$ cat src/source/cache_pkg.sv
`default_nettype none

package cache_pkg;

	// address layout
	// ----------------------------------------------------------
	localparam int BW_WORD_ADDR    = 16;	// word address from the core
	localparam int BW_BLOCK        = 2;	// word-in-block bits
	localparam int WORDS_PER_BLOCK = 4;	// 2**BW_BLOCK

	// comm port, opcode in comm_i[31:28]
	// ----------------------------------------------------------
	localparam logic [3:0] COMM_OP_CLEAR = 4'h1;	// zero all counters
	localparam logic [3:0] COMM_OP_READ  = 4'h2;	// latch one counter to comm_o

	// counter select for COMM_OP_READ, comm_i[1:0]
	localparam logic [1:0] COMM_SEL_HIT  = 2'd0;
	localparam logic [1:0] COMM_SEL_MISS = 2'd1;
	localparam logic [1:0] COMM_SEL_WB   = 2'd2;

endpackage

`default_nettype wire

$ cat src/source/cache_tag_memory.sv
`timescale 1ns/1ps
`default_nettype none

module cache_tag_memory #(
	parameter CACHE_BLOCK_CAPACITY = 16,
	parameter CACHE_SET_SIZE       = 4,
	localparam N_WAY    = CACHE_SET_SIZE,
	localparam N_SET    = CACHE_BLOCK_CAPACITY / CACHE_SET_SIZE,
	localparam BW_SET   = $clog2(N_SET),
	localparam BW_SET_W = (BW_SET > 0) ? BW_SET : 1,
	localparam BW_WAY   = (N_WAY > 1) ? $clog2(N_WAY) : 1,
	localparam BW_TAG   = cache_pkg::BW_WORD_ADDR - cache_pkg::BW_BLOCK - BW_SET
)(
	input  wire                 clock_i,
	input  wire                 rst_n_i,
	input  wire  [BW_SET_W-1:0] set_i,		// set of the current request
	input  wire  [BW_TAG-1:0]   tag_i,		// tag of the current request
	input  wire                 wren_i,		// install tag_i at way_i
	input  wire  [BW_WAY-1:0]   way_i,
	input  wire                 dirty_wr_i,	// update dirty bit only
	input  wire                 dirty_i,
	output logic                hit_o,
	output logic [BW_WAY-1:0]   hit_way_o,
	output logic [BW_WAY-1:0]   victim_way_o,	// round-robin pick for this set
	output logic [BW_TAG-1:0]   victim_tag_o,
	output logic                victim_dirty_o
);

	// storage
	// ----------------------------------------------------------
	logic [BW_TAG-1:0] tag_mem [N_SET][N_WAY];	// no reset, qualified by valid
	logic [N_WAY-1:0]  valid_q [N_SET];
	logic [N_WAY-1:0]  dirty_q [N_SET];
	logic [BW_WAY-1:0] rr_q    [N_SET];		// next victim per set
	logic [N_WAY-1:0]  match;

	// parallel compare across the ways of one set
	always_comb begin
		match     = '0;
		hit_way_o = '0;
		for (int w = 0; w < N_WAY; w++) begin
			match[w] = valid_q[set_i][w] && (tag_mem[set_i][w] == tag_i);
			if (match[w])
				hit_way_o = BW_WAY'(w);
		end
	end

	assign hit_o          = |match;
	assign victim_way_o   = rr_q[set_i];
	assign victim_tag_o   = tag_mem[set_i][victim_way_o];
	assign victim_dirty_o = valid_q[set_i][victim_way_o] & dirty_q[set_i][victim_way_o];

	// state bits
	// ----------------------------------------------------------
	always_ff @(posedge clock_i or negedge rst_n_i) begin
		if (!rst_n_i) begin
			for (int s = 0; s < N_SET; s++) begin
				valid_q[s] <= '0;
				dirty_q[s] <= '0;
				rr_q[s]    <= '0;
			end
		end else if (wren_i) begin
			valid_q[set_i][way_i] <= 1'b1;
			dirty_q[set_i][way_i] <= 1'b0;	// fresh fill is clean
			rr_q[set_i] <= (rr_q[set_i] == BW_WAY'(N_WAY - 1)) ? '0 : rr_q[set_i] + 1'b1;
		end else if (dirty_wr_i) begin
			dirty_q[set_i][way_i] <= dirty_i;
		end
	end

	always_ff @(posedge clock_i) begin
		if (wren_i)
			tag_mem[set_i][way_i] <= tag_i;
	end

	// a tag lives in at most one way of its set
	a_hit_onehot: assert property (@(posedge clock_i) disable iff (!rst_n_i)
		$onehot0(match));

endmodule

`default_nettype wire

$ cat src/source/cache_data_memory.sv
`timescale 1ns/1ps
`default_nettype none

module cache_data_memory #(
	parameter CACHE_BLOCK_CAPACITY = 16,
	localparam N_WORDS = CACHE_BLOCK_CAPACITY * cache_pkg::WORDS_PER_BLOCK,
	localparam BW_ADDR = $clog2(N_WORDS)
)(
	input  wire                clock_i,
	input  wire  [BW_ADDR-1:0] addr_i,	// {set, way, word}
	input  wire                wren_i,
	input  wire  [31:0]        data_i,
	output logic [31:0]        data_o	// one cycle after addr_i
);

	logic [31:0] mem [N_WORDS];

	// single port, read returns the old word on a write
	always_ff @(posedge clock_i) begin
		if (wren_i)
			mem[addr_i] <= data_i;
		data_o <= mem[addr_i];
	end

endmodule

`default_nettype wire

$ cat src/source/cache_controller.sv
`timescale 1ns/1ps
`default_nettype none

module cache_controller #(
	parameter CACHE_BLOCK_CAPACITY = 16,
	parameter CACHE_SET_SIZE       = 4,
	localparam N_WAY       = CACHE_SET_SIZE,
	localparam N_SET       = CACHE_BLOCK_CAPACITY / CACHE_SET_SIZE,
	localparam BW_SET      = $clog2(N_SET),
	localparam BW_SET_W    = (BW_SET > 0) ? BW_SET : 1,
	localparam BW_WAY      = (N_WAY > 1) ? $clog2(N_WAY) : 1,
	localparam BW_TAG      = cache_pkg::BW_WORD_ADDR - cache_pkg::BW_BLOCK - BW_SET,
	localparam BW_LINE     = $clog2(CACHE_BLOCK_CAPACITY),
	localparam BW_MEM_ADDR = BW_LINE + cache_pkg::BW_BLOCK,
	localparam BW_BLK_ADDR = cache_pkg::BW_WORD_ADDR - cache_pkg::BW_BLOCK
)(
	input  wire                              clock_i,
	input  wire                              rst_n_i,
	input  wire                              en_i,		// low parks the FSM in idle

	// core side
	input  wire                              core_req_i,
	input  wire                              core_rw_i,	// 1 write
	input  wire  [BW_TAG-1:0]                core_tag_i,
	input  wire  [BW_SET_W-1:0]              core_set_i,
	input  wire  [cache_pkg::BW_BLOCK-1:0]   core_word_i,
	input  wire  [31:0]                      core_data_i,
	output logic                             core_done_o,
	output logic [31:0]                      core_data_o,
	output logic                             hit_o,

	// tag memory
	input  wire                              tag_hit_i,
	input  wire  [BW_WAY-1:0]                tag_hit_way_i,
	input  wire  [BW_WAY-1:0]                victim_way_i,
	input  wire  [BW_TAG-1:0]                victim_tag_i,
	input  wire                              victim_dirty_i,
	output logic                             tag_wren_o,
	output logic                             tag_dirty_wr_o,
	output logic [BW_WAY-1:0]                tag_way_o,
	output logic                             tag_dirty_val_o,

	// data memory
	input  wire  [31:0]                      mem_rdata_i,
	output logic [BW_MEM_ADDR-1:0]           mem_addr_o,
	output logic                             mem_wren_o,
	output logic [31:0]                      mem_wdata_o,

	// external buffer
	input  wire                              ready_req_i,
	input  wire                              ready_write_i,
	input  wire                              ready_read_i,
	input  wire  [31:0]                      data_i,
	output logic                             req_o,
	output logic                             rw_o,
	output logic                             write_o,
	output logic                             read_o,
	output logic [cache_pkg::BW_WORD_ADDR-1:0] add_o,
	output logic [31:0]                      data_o,

	// perf events, one cycle each
	output logic                             flag_hit_o,
	output logic                             flag_miss_o,
	output logic                             flag_wb_o
);

	localparam logic [2:0] S_IDLE      = 3'd0;
	localparam logic [2:0] S_LOOKUP    = 3'd1;
	localparam logic [2:0] S_RESPOND   = 3'd2;
	localparam logic [2:0] S_WB_CMD    = 3'd3;
	localparam logic [2:0] S_WB_DATA   = 3'd4;
	localparam logic [2:0] S_FILL_CMD  = 3'd5;
	localparam logic [2:0] S_FILL_DATA = 3'd6;
	localparam logic [2:0] S_REPLAY    = 3'd7;

	logic [2:0]                    state_q, state_d;
	logic [cache_pkg::BW_BLOCK-1:0] word_cnt_q;	// beat index in wb and fill
	logic                          hit_q;		// lookup hit, low on replay
	logic                          access;		// word access on the hit path
	logic                          write_fire, read_fire, last_word;
	logic [BW_WAY-1:0]             line_way;
	logic [cache_pkg::BW_BLOCK-1:0] mem_word;
	logic [BW_LINE-1:0]            line_idx;
	logic [BW_BLK_ADDR-1:0]        fill_blk, wb_blk;

	assign write_fire = (state_q == S_WB_DATA) && ready_write_i;
	assign read_fire  = (state_q == S_FILL_DATA) && ready_read_i;
	assign last_word  = &word_cnt_q;

	// block addresses, set bits vanish with a single set
	generate
		if (N_SET > 1) begin : g_set_addr
			assign fill_blk = {core_tag_i, core_set_i};
			assign wb_blk   = {victim_tag_i, core_set_i};
		end else begin : g_one_set
			assign fill_blk = core_tag_i;
			assign wb_blk   = victim_tag_i;
		end
	endgenerate

	// next state and datapath controls
	// ----------------------------------------------------------
	always_comb begin
		state_d         = state_q;
		access          = 1'b0;
		line_way        = victim_way_i;	// miss traffic targets the victim
		mem_word        = core_word_i;
		mem_wren_o      = 1'b0;
		mem_wdata_o     = core_data_i;
		tag_wren_o      = 1'b0;
		tag_dirty_wr_o  = 1'b0;
		tag_way_o       = victim_way_i;
		tag_dirty_val_o = 1'b1;		// only write hits touch dirty
		flag_hit_o      = 1'b0;
		flag_miss_o     = 1'b0;
		flag_wb_o       = 1'b0;
		case (state_q)
			S_IDLE: begin
				if (en_i && core_req_i)
					state_d = S_LOOKUP;
			end
			S_LOOKUP: begin
				if (tag_hit_i) begin
					access     = 1'b1;
					flag_hit_o = 1'b1;
					state_d    = S_RESPOND;
				end else begin
					flag_miss_o = 1'b1;
					flag_wb_o   = victim_dirty_i;
					state_d     = victim_dirty_i ? S_WB_CMD : S_FILL_CMD;
				end
			end
			S_REPLAY: begin
				access  = 1'b1;			// tag now installed
				state_d = S_RESPOND;
			end
			S_RESPOND: state_d = S_IDLE;
			S_WB_CMD: begin
				mem_word = '0;			// prefetch first victim word
				if (ready_req_i)
					state_d = S_WB_DATA;
			end
			S_WB_DATA: begin
				// keep read data one beat ahead of the buffer
				mem_word = write_fire ? word_cnt_q + 1'b1 : word_cnt_q;
				if (write_fire && last_word)
					state_d = S_FILL_CMD;
			end
			S_FILL_CMD: begin
				if (ready_req_i)
					state_d = S_FILL_DATA;
			end
			S_FILL_DATA: begin
				mem_word    = word_cnt_q;
				mem_wren_o  = read_fire;
				mem_wdata_o = data_i;
				if (read_fire && last_word) begin
					tag_wren_o = 1'b1;	// install with the last beat
					state_d    = S_REPLAY;
				end
			end
			default: state_d = S_IDLE;
		endcase
		if (access) begin
			line_way       = tag_hit_way_i;
			tag_way_o      = tag_hit_way_i;
			mem_wren_o     = core_rw_i;
			tag_dirty_wr_o = core_rw_i;
		end
	end

	assign line_idx   = BW_LINE'(core_set_i * N_WAY + line_way);
	assign mem_addr_o = {line_idx, mem_word};

	// outputs
	// ----------------------------------------------------------
	assign req_o       = (state_q == S_WB_CMD) || (state_q == S_FILL_CMD);
	assign rw_o        = state_q == S_WB_CMD;
	assign add_o       = {(rw_o ? wb_blk : fill_blk), {cache_pkg::BW_BLOCK{1'b0}}};
	assign write_o     = write_fire;
	assign read_o      = read_fire;
	assign data_o      = mem_rdata_i;
	assign core_done_o = state_q == S_RESPOND;
	assign hit_o       = core_done_o && hit_q;
	assign core_data_o = mem_rdata_i;

	always_ff @(posedge clock_i or negedge rst_n_i) begin
		if (!rst_n_i) begin
			state_q    <= S_IDLE;
			word_cnt_q <= '0;
			hit_q      <= 1'b0;
		end else begin
			state_q <= state_d;
			if (state_q == S_LOOKUP) begin
				hit_q      <= tag_hit_i;
				word_cnt_q <= '0;
			end else if (write_fire || read_fire) begin
				word_cnt_q <= word_cnt_q + 1'b1;	// wraps to 0 between wb and fill
			end
		end
	end

	// checks
	// ----------------------------------------------------------
	a_wr_rd_excl: assert property (@(posedge clock_i) disable iff (!rst_n_i)
		!(write_o && read_o));

	// command held with its address until accepted
	a_req_hold: assert property (@(posedge clock_i) disable iff (!rst_n_i)
		req_o && !ready_req_i |=> req_o && $stable(add_o) && $stable(rw_o));

	// the fill must leave the tag memory hitting for the replay
	a_replay_hit: assert property (@(posedge clock_i) disable iff (!rst_n_i)
		state_q == S_REPLAY |-> tag_hit_i);

endmodule

`default_nettype wire

$ cat src/source/cache_perf_counter.sv
`timescale 1ns/1ps
`default_nettype none

module cache_perf_counter (
	input  wire         clock_i,
	input  wire         rst_n_i,
	input  wire         hit_i,		// one pulse per event
	input  wire         miss_i,
	input  wire         writeback_i,
	input  wire  [31:0] comm_i,
	output logic [31:0] comm_o		// registered readback
);

	logic [31:0] hit_cnt_q, miss_cnt_q, wb_cnt_q;
	logic [31:0] sel_cnt;
	logic        op_clear, op_read;

	// saturating increment
	function automatic logic [31:0] sat_inc(input logic [31:0] cnt, input logic ev);
		return (ev && !(&cnt)) ? cnt + 1'b1 : cnt;
	endfunction

	assign op_clear = comm_i[31:28] == cache_pkg::COMM_OP_CLEAR;
	assign op_read  = comm_i[31:28] == cache_pkg::COMM_OP_READ;

	always_comb begin
		case (comm_i[1:0])
			cache_pkg::COMM_SEL_HIT:  sel_cnt = hit_cnt_q;
			cache_pkg::COMM_SEL_MISS: sel_cnt = miss_cnt_q;
			cache_pkg::COMM_SEL_WB:   sel_cnt = wb_cnt_q;
			default:                  sel_cnt = '0;	// unused select
		endcase
	end

	always_ff @(posedge clock_i or negedge rst_n_i) begin
		if (!rst_n_i) begin
			hit_cnt_q  <= '0;
			miss_cnt_q <= '0;
			wb_cnt_q   <= '0;
			comm_o     <= '0;
		end else if (op_clear) begin
			hit_cnt_q  <= '0;		// clear beats a same-cycle event
			miss_cnt_q <= '0;
			wb_cnt_q   <= '0;
			comm_o     <= '0;
		end else begin
			hit_cnt_q  <= sat_inc(hit_cnt_q, hit_i);
			miss_cnt_q <= sat_inc(miss_cnt_q, miss_i);
			wb_cnt_q   <= sat_inc(wb_cnt_q, writeback_i);
			if (op_read)
				comm_o <= sel_cnt;	// otherwise hold last readback
		end
	end

endmodule

`default_nettype wire

$ cat src/source/cache_n_set.sv
`timescale 1ns/1ps
`default_nettype none

module cache_n_set #(
	parameter CACHE_BLOCK_CAPACITY = 16,
	parameter CACHE_SET_SIZE       = 4
)(
	// system
	input  wire                                clock_i,
	input  wire                                rst_n_i,
	input  wire                                en_i,
	input  wire  [31:0]                        comm_i,	// generic comm in
	output logic [31:0]                        comm_o,

	// core
	input  wire                                core_req_i,
	input  wire                                core_rw_i,	// 1 write, 0 read
	input  wire  [cache_pkg::BW_WORD_ADDR-1:0] core_add_i,
	input  wire  [31:0]                        core_data_i,
	output logic                               core_done_o,
	output logic [31:0]                        core_data_o,
	output logic                               hit_o,

	// external buffer
	input  wire                                ready_req_i,
	input  wire                                ready_write_i,
	input  wire                                ready_read_i,
	input  wire  [31:0]                        data_i,
	output logic                               req_o,
	output logic                               rw_o,
	output logic                               write_o,
	output logic                               read_o,
	output logic [cache_pkg::BW_WORD_ADDR-1:0] add_o,	// block aligned
	output logic [31:0]                        data_o
);

	localparam N_SET       = CACHE_BLOCK_CAPACITY / CACHE_SET_SIZE;
	localparam BW_SET      = $clog2(N_SET);
	localparam BW_SET_W    = (BW_SET > 0) ? BW_SET : 1;
	localparam BW_WAY      = (CACHE_SET_SIZE > 1) ? $clog2(CACHE_SET_SIZE) : 1;
	localparam BW_TAG      = cache_pkg::BW_WORD_ADDR - cache_pkg::BW_BLOCK - BW_SET;
	localparam BW_MEM_ADDR = $clog2(CACHE_BLOCK_CAPACITY) + cache_pkg::BW_BLOCK;

	// address split [tag|set|word]
	// ----------------------------------------------------------
	logic [BW_TAG-1:0]              req_tag;
	logic [BW_SET_W-1:0]            req_set;
	logic [cache_pkg::BW_BLOCK-1:0] req_word;

	assign req_tag  = core_add_i[cache_pkg::BW_WORD_ADDR-1 -: BW_TAG];
	assign req_word = core_add_i[cache_pkg::BW_BLOCK-1:0];

	generate
		if (N_SET > 1) begin : g_set
			assign req_set = core_add_i[cache_pkg::BW_BLOCK +: BW_SET_W];
		end else begin : g_no_set
			assign req_set = '0;		// fully associative
		end
	endgenerate

	// internal nets
	// ----------------------------------------------------------
	logic                   tag_wren, tag_dirty_wr, tag_dirty_val;
	logic [BW_WAY-1:0]      tag_way, tag_hit_way, victim_way;
	logic                   tag_hit, victim_dirty;
	logic [BW_TAG-1:0]      victim_tag;
	logic [BW_MEM_ADDR-1:0] mem_addr;
	logic                   mem_wren;
	logic [31:0]            mem_wdata, mem_rdata;
	logic                   flag_hit, flag_miss, flag_wb;

	cache_tag_memory #(
		.CACHE_BLOCK_CAPACITY	(CACHE_BLOCK_CAPACITY),
		.CACHE_SET_SIZE		(CACHE_SET_SIZE)
	) u_tag_memory (
		.clock_i		(clock_i),
		.rst_n_i		(rst_n_i),
		.set_i			(req_set),
		.tag_i			(req_tag),
		.wren_i			(tag_wren),		// install on fill
		.way_i			(tag_way),
		.dirty_wr_i		(tag_dirty_wr),
		.dirty_i		(tag_dirty_val),
		.hit_o			(tag_hit),
		.hit_way_o		(tag_hit_way),
		.victim_way_o		(victim_way),
		.victim_tag_o		(victim_tag),
		.victim_dirty_o		(victim_dirty)
	);

	cache_data_memory #(
		.CACHE_BLOCK_CAPACITY	(CACHE_BLOCK_CAPACITY)
	) u_data_memory (
		.clock_i		(clock_i),
		.addr_i			(mem_addr),
		.wren_i			(mem_wren),
		.data_i			(mem_wdata),
		.data_o			(mem_rdata)
	);

	cache_controller #(
		.CACHE_BLOCK_CAPACITY	(CACHE_BLOCK_CAPACITY),
		.CACHE_SET_SIZE		(CACHE_SET_SIZE)
	) u_controller (
		.clock_i		(clock_i),
		.rst_n_i		(rst_n_i),
		.en_i			(en_i),
		.core_req_i		(core_req_i),
		.core_rw_i		(core_rw_i),
		.core_tag_i		(req_tag),
		.core_set_i		(req_set),
		.core_word_i		(req_word),
		.core_data_i		(core_data_i),
		.core_done_o		(core_done_o),
		.core_data_o		(core_data_o),
		.hit_o			(hit_o),
		.tag_hit_i		(tag_hit),
		.tag_hit_way_i		(tag_hit_way),
		.victim_way_i		(victim_way),
		.victim_tag_i		(victim_tag),
		.victim_dirty_i		(victim_dirty),
		.tag_wren_o		(tag_wren),
		.tag_dirty_wr_o		(tag_dirty_wr),
		.tag_way_o		(tag_way),
		.tag_dirty_val_o	(tag_dirty_val),
		.mem_rdata_i		(mem_rdata),
		.mem_addr_o		(mem_addr),
		.mem_wren_o		(mem_wren),
		.mem_wdata_o		(mem_wdata),
		.ready_req_i		(ready_req_i),
		.ready_write_i		(ready_write_i),
		.ready_read_i		(ready_read_i),
		.data_i			(data_i),
		.req_o			(req_o),
		.rw_o			(rw_o),
		.write_o		(write_o),
		.read_o			(read_o),
		.add_o			(add_o),
		.data_o			(data_o),
		.flag_hit_o		(flag_hit),
		.flag_miss_o		(flag_miss),
		.flag_wb_o		(flag_wb)
	);

	cache_perf_counter u_perf_counter (
		.clock_i		(clock_i),
		.rst_n_i		(rst_n_i),
		.hit_i			(flag_hit),
		.miss_i			(flag_miss),
		.writeback_i		(flag_wb),
		.comm_i			(comm_i),
		.comm_o			(comm_o)
	);

endmodule

`default_nettype wire

$ cat config.mk
export PLATFORM = sky130hd
export DESIGN_NAME = cache_n_set
export DESIGN_NICKNAME = d
export VERILOG_FILES = /design/src/source/cache_pkg.sv /design/src/source/cache_tag_memory.sv /design/src/source/cache_data_memory.sv /design/src/source/cache_controller.sv /design/src/source/cache_perf_counter.sv /design/src/source/cache_n_set.sv
export SDC_FILE = /design/constraint.sdc
export NUM_CORES = 2
export LEC_CHECK = 0
export BUFFER_PORTS_ARGS = -buffer_cell sky130_fd_sc_hd__buf_2
export CAP_MARGIN = 0
export CORE_ASPECT_RATIO = 1.2
export CORE_UTILIZATION = 50
export CTS_BUF_LIST = sky130_fd_sc_hd__clkbuf_8
export DETAILED_ROUTE_END_ITERATION = 7
export MAX_ROUTING_LAYER = met4
export PLACE_DENSITY = 0.64
export SETUP_SLACK_MARGIN = 0.15
export SYNTH_ARGS = -nofsm -noshare
export SYNTH_HDL_FRONTEND = slang
export SYNTH_HIERARCHICAL = 1
export SYNTH_SLANG_ARGS = --single-unit
export TNS_END_PERCENT = 10
$ cat constraint.sdc
create_clock -name clock_i -period 15.05 [get_ports clock_i]
set_clock_uncertainty 0.15 [all_clocks]
set_input_delay 3.01 -clock clock_i [delete_from_list [all_inputs] [get_ports clock_i]]
set_output_delay 3.01 -clock clock_i [all_outputs]
set_load 0.02 [all_outputs]
==> out/metrics.cfg <==
[layout]
final_cells = 9001
area_delta_synth_final_pct = 11.3
drive_gt1_share_pct = 20.8
mostFrequentLayoutCell = edfxtp_1
postLayoutCoreUtil_pct = 56.0
nets = 6240
fillers = 15100
layout_common_cells = edfxtp_1 (2240), clkbuf_8 (414), mux2i_1 (312)

[setup_path]
worstPathMaxFanout = 57
r2r_start = u_tag_memory/tag_mem[1][6]$_DFFE_PP_
startpoint_type = input port
critPathCaptureType = register
critical_path_arrival_ns = 10.60
cp.required_ns = 15.59
r2r_cells = 14
startpoint = core_add_i[2]
critPathKind = in2reg

[synthesis]
yosysSeqAreaShare_pct = 74.0
synth_xor_area_share_pct = 0.619
synth_top_family_by_area = multiplexers
synthesis.area_um2 = 97600
ys_ff_latch = 2446
synth_top_area_share_pct = 68.9
ys.warnings.count = 6
synth-adder-area-share_pct = 0.0513
synth_top_cell_by_area = edfxtp_1
syn_avg_cell_area_um2 = 16.9
synthCells = 5781
synth_mux_area_share_pct = 9.09
synth_compound_area_share_pct = 9.04
yosysUniqueCellTypes = 84
ys_async_sr_fraction_pct = 7.11
synth-simple-area-share_pct = 4.74
synth.area.top_cells = edfxtp_1 (69%), dfrtp_1 (4.5%), mux4_2 (3.5%)
synth_ff_type = edfxtp_1
synth_edf_count = 2240

[clocking]
post_cts_resized = 0
cts_max_level = 5
clockBufferDepth = 4
root_buffer = clkbuf_8
cts_made_buffers = 395
ctsHoldBuffers = 0
insertion_delay_ns = 1.05
cts_tree = yes
cts_setup_buffers = 0
numClockSinks = 2446
clk_pin_slew_ns = 0.05

[place]
post-place-ws_ns = 4.02
gp_congestion = 0.878
dp_cells = 8314
place.detailed.hpwl_um = 148000
io_buffers = 209

[sta]
tightestPinTransition_ns = 1.31
rsz0062_at_grt = no
slew_headroom_pct = 10.1
setup_ws_ns = 4.98
post-route-period-util_pct = 66.9
hold_ws_ns = 0.315
max_freq_mhz = 99.3
finalHoldViolCount = 0
setup-violations-final = 0
maxSlewViolCount = 0
period_needed_ns = 10.07
setup-tns-final_ns = 0

[global_routing]
antenna_found_initial = 9
track_usage_pct = 27.6
grt_pass1_wl_um = 382000
overflow = 0
grt_pass1_vias = 56400
grt_max_degree = 132

[floorplan]
die_h_um = 486
io_pins = 238
coreArea_um2 = 194000
die-area_um2 = 197000
die_w_um = 405
rows = 177
initial_core_util_pct = 50.4

[drt]
vias_per_cell = 6.29
vias = 56600
ant_nets = 1
wl_per_cell_um = 29.4
first_pass_iters = 6
drtIter0Drc = 6085
finalWirelength_um = 264000
drc = 0

[power]
irDropWorstVdd_mv = 0.204
pwr_density_cell_nw_per_um2 = 174
leakage_nw = 36.2

[run]
cap_violations = 0

[min_path]
hold_path_depth = 1
worstHoldStart = u_tag_memory/valid_q[10]$_DFFE_PN0P_
min_path_type = reg2reg

[run_status]
violations = antenna rules
status = complete, but fails checks

worst max-delay path: stages:
cell and delay [ns]:
buf_4 0.36, buf_4 0.58, mux4_2 0.61, xor2_1 0.20, nor4_1 0.26, o2111ai_1 0.15
nor4_1 0.48, or4_1 0.36, nor2b_1 0.22, o211ai_1 0.12, buf_4 0.20, mux2_8 0.59
buf_4 0.78, nand3_1 0.97, nor2_4 1.01, buf_4 0.49
per-layer routing:
layer / routed length (um) / vias to the layer above / track usage [%]
li1: - / 24100 / -
met1: 100000 / 29200 / 33.8
met2: 132000 / 2728 / 45.1
met3: 20300 / 534 / 4.37
met4: 12100 / 0 / 12.3
met5: 0 / - / -
where the power goes:
group          switching (W)  internal [W]
logic                0.00392       0.00189
registers          0.0000901       0.00787
clock network        0.00250       0.00260
total                0.00651        0.0124
kinds of logic (layout without fill, tap and decap cells):
family,after synthesis,in the layout
adder cells (fa/ha/maj),4,4
flip-flops,2446,2446
AND/OR/NAND/NOR,873,873
multiplexers,665,665
XOR/XNOR,69,69
buffers and inverters,473,1085
other,2,15
AO/OA/AOI/OAI,1249,1249
Yosys cell counts, types with 14 or more instances:
library cell and count:
a22oi_1 198, buf_4 87, xnor2_1 49, a2111oi_0 16, edfxtp_1 2240, buf_2 103
buf_1 41, clkbuf_1 213, a221oi_1 177, a221o_1 15, nand4_1 42, dfxtp_1 32
o21ai_0 196, a211oi_1 22, nand2_1 142, or3_1 55, a222oi_1 16, a21oi_1 201
nor2b_1 20, nor3_1 30, nand3_1 94, or2_2 28, xor2_1 20, o31ai_1 19
mux4_2 153, nor2_1 211, dfrtp_1 174, or4_1 39, or4b_1 14, a31oi_1 46
o2bb2ai_1 15, a22o_1 98, o22a_1 70, inv_1 17, mux2i_1 312, nand2b_1 25
nor4_1 32, mux2_2 197, and3_1 96, o22ai_1 94
stage by stage:
| step | power [W] | area (um^2) |
|---|---|---|
| after floorplan | 0.0118 | 97600 |
| after global placement | 0.0138 | 102000 |
| after detailed placement | 0.0138 | 102000 |
| after CTS | 0.0189 | 109000 |
| after global routing | 0.0195 | 109000 |
| final | 0.0189 | 109000 |
flip-flops by register name (all words and copies together) (netlist names), 3 cells and up:
signal,count
u_tag_memory/valid_q,16
u_tag_memory/tag_mem,192
u_perf_counter/hit_cnt_q,32
u_tag_memory/dirty_q,16
u_perf_counter/miss_cnt_q,32
u_data_memory/mem,2048
u_perf_counter/wb_cnt_q,32
u_perf_counter/comm_o,32
u_data_memory/data_o,32
u_controller/state_q,3
u_tag_memory/rr_q,8
cell type report:
class                      count  area, um^2  share of cell area, %
sequential                  2446       72300                   66.6
multi-input combinational   2863       23600                   21.8
clock buffer                 414        5700                   5.25
tap                         2595        3250                   2.99
timing repair buffer         392        2480                   2.29
clock inverter               261        1170                   1.07
inverter                      18        75.1                 0.0691
antenna                       12        30.0                 0.0277
worst paths after layout:
kind | end | slack, ns
worst max register to register | u_data_memory/mem[14][11]$_DFFE_PP_ | 7.58
worst min-delay path | u_tag_memory/valid_q[10]$_DFFE_PN0P_ | 0.31
worst min register to register | u_tag_memory/valid_q[10]$_DFFE_PN0P_ | 0.31
worst max-delay path | u_data_memory/mem[14][11]$_DFFE_PP_ | 4.98
min in group asynchronous | u_perf_counter/comm_o[4]$_DFFE_PN0P_ | 1.86
max in group asynchronous | u_tag_memory/valid_q[10]$_DFFE_PN0P_ | 11.24
(Power assumes the default switching activity.)
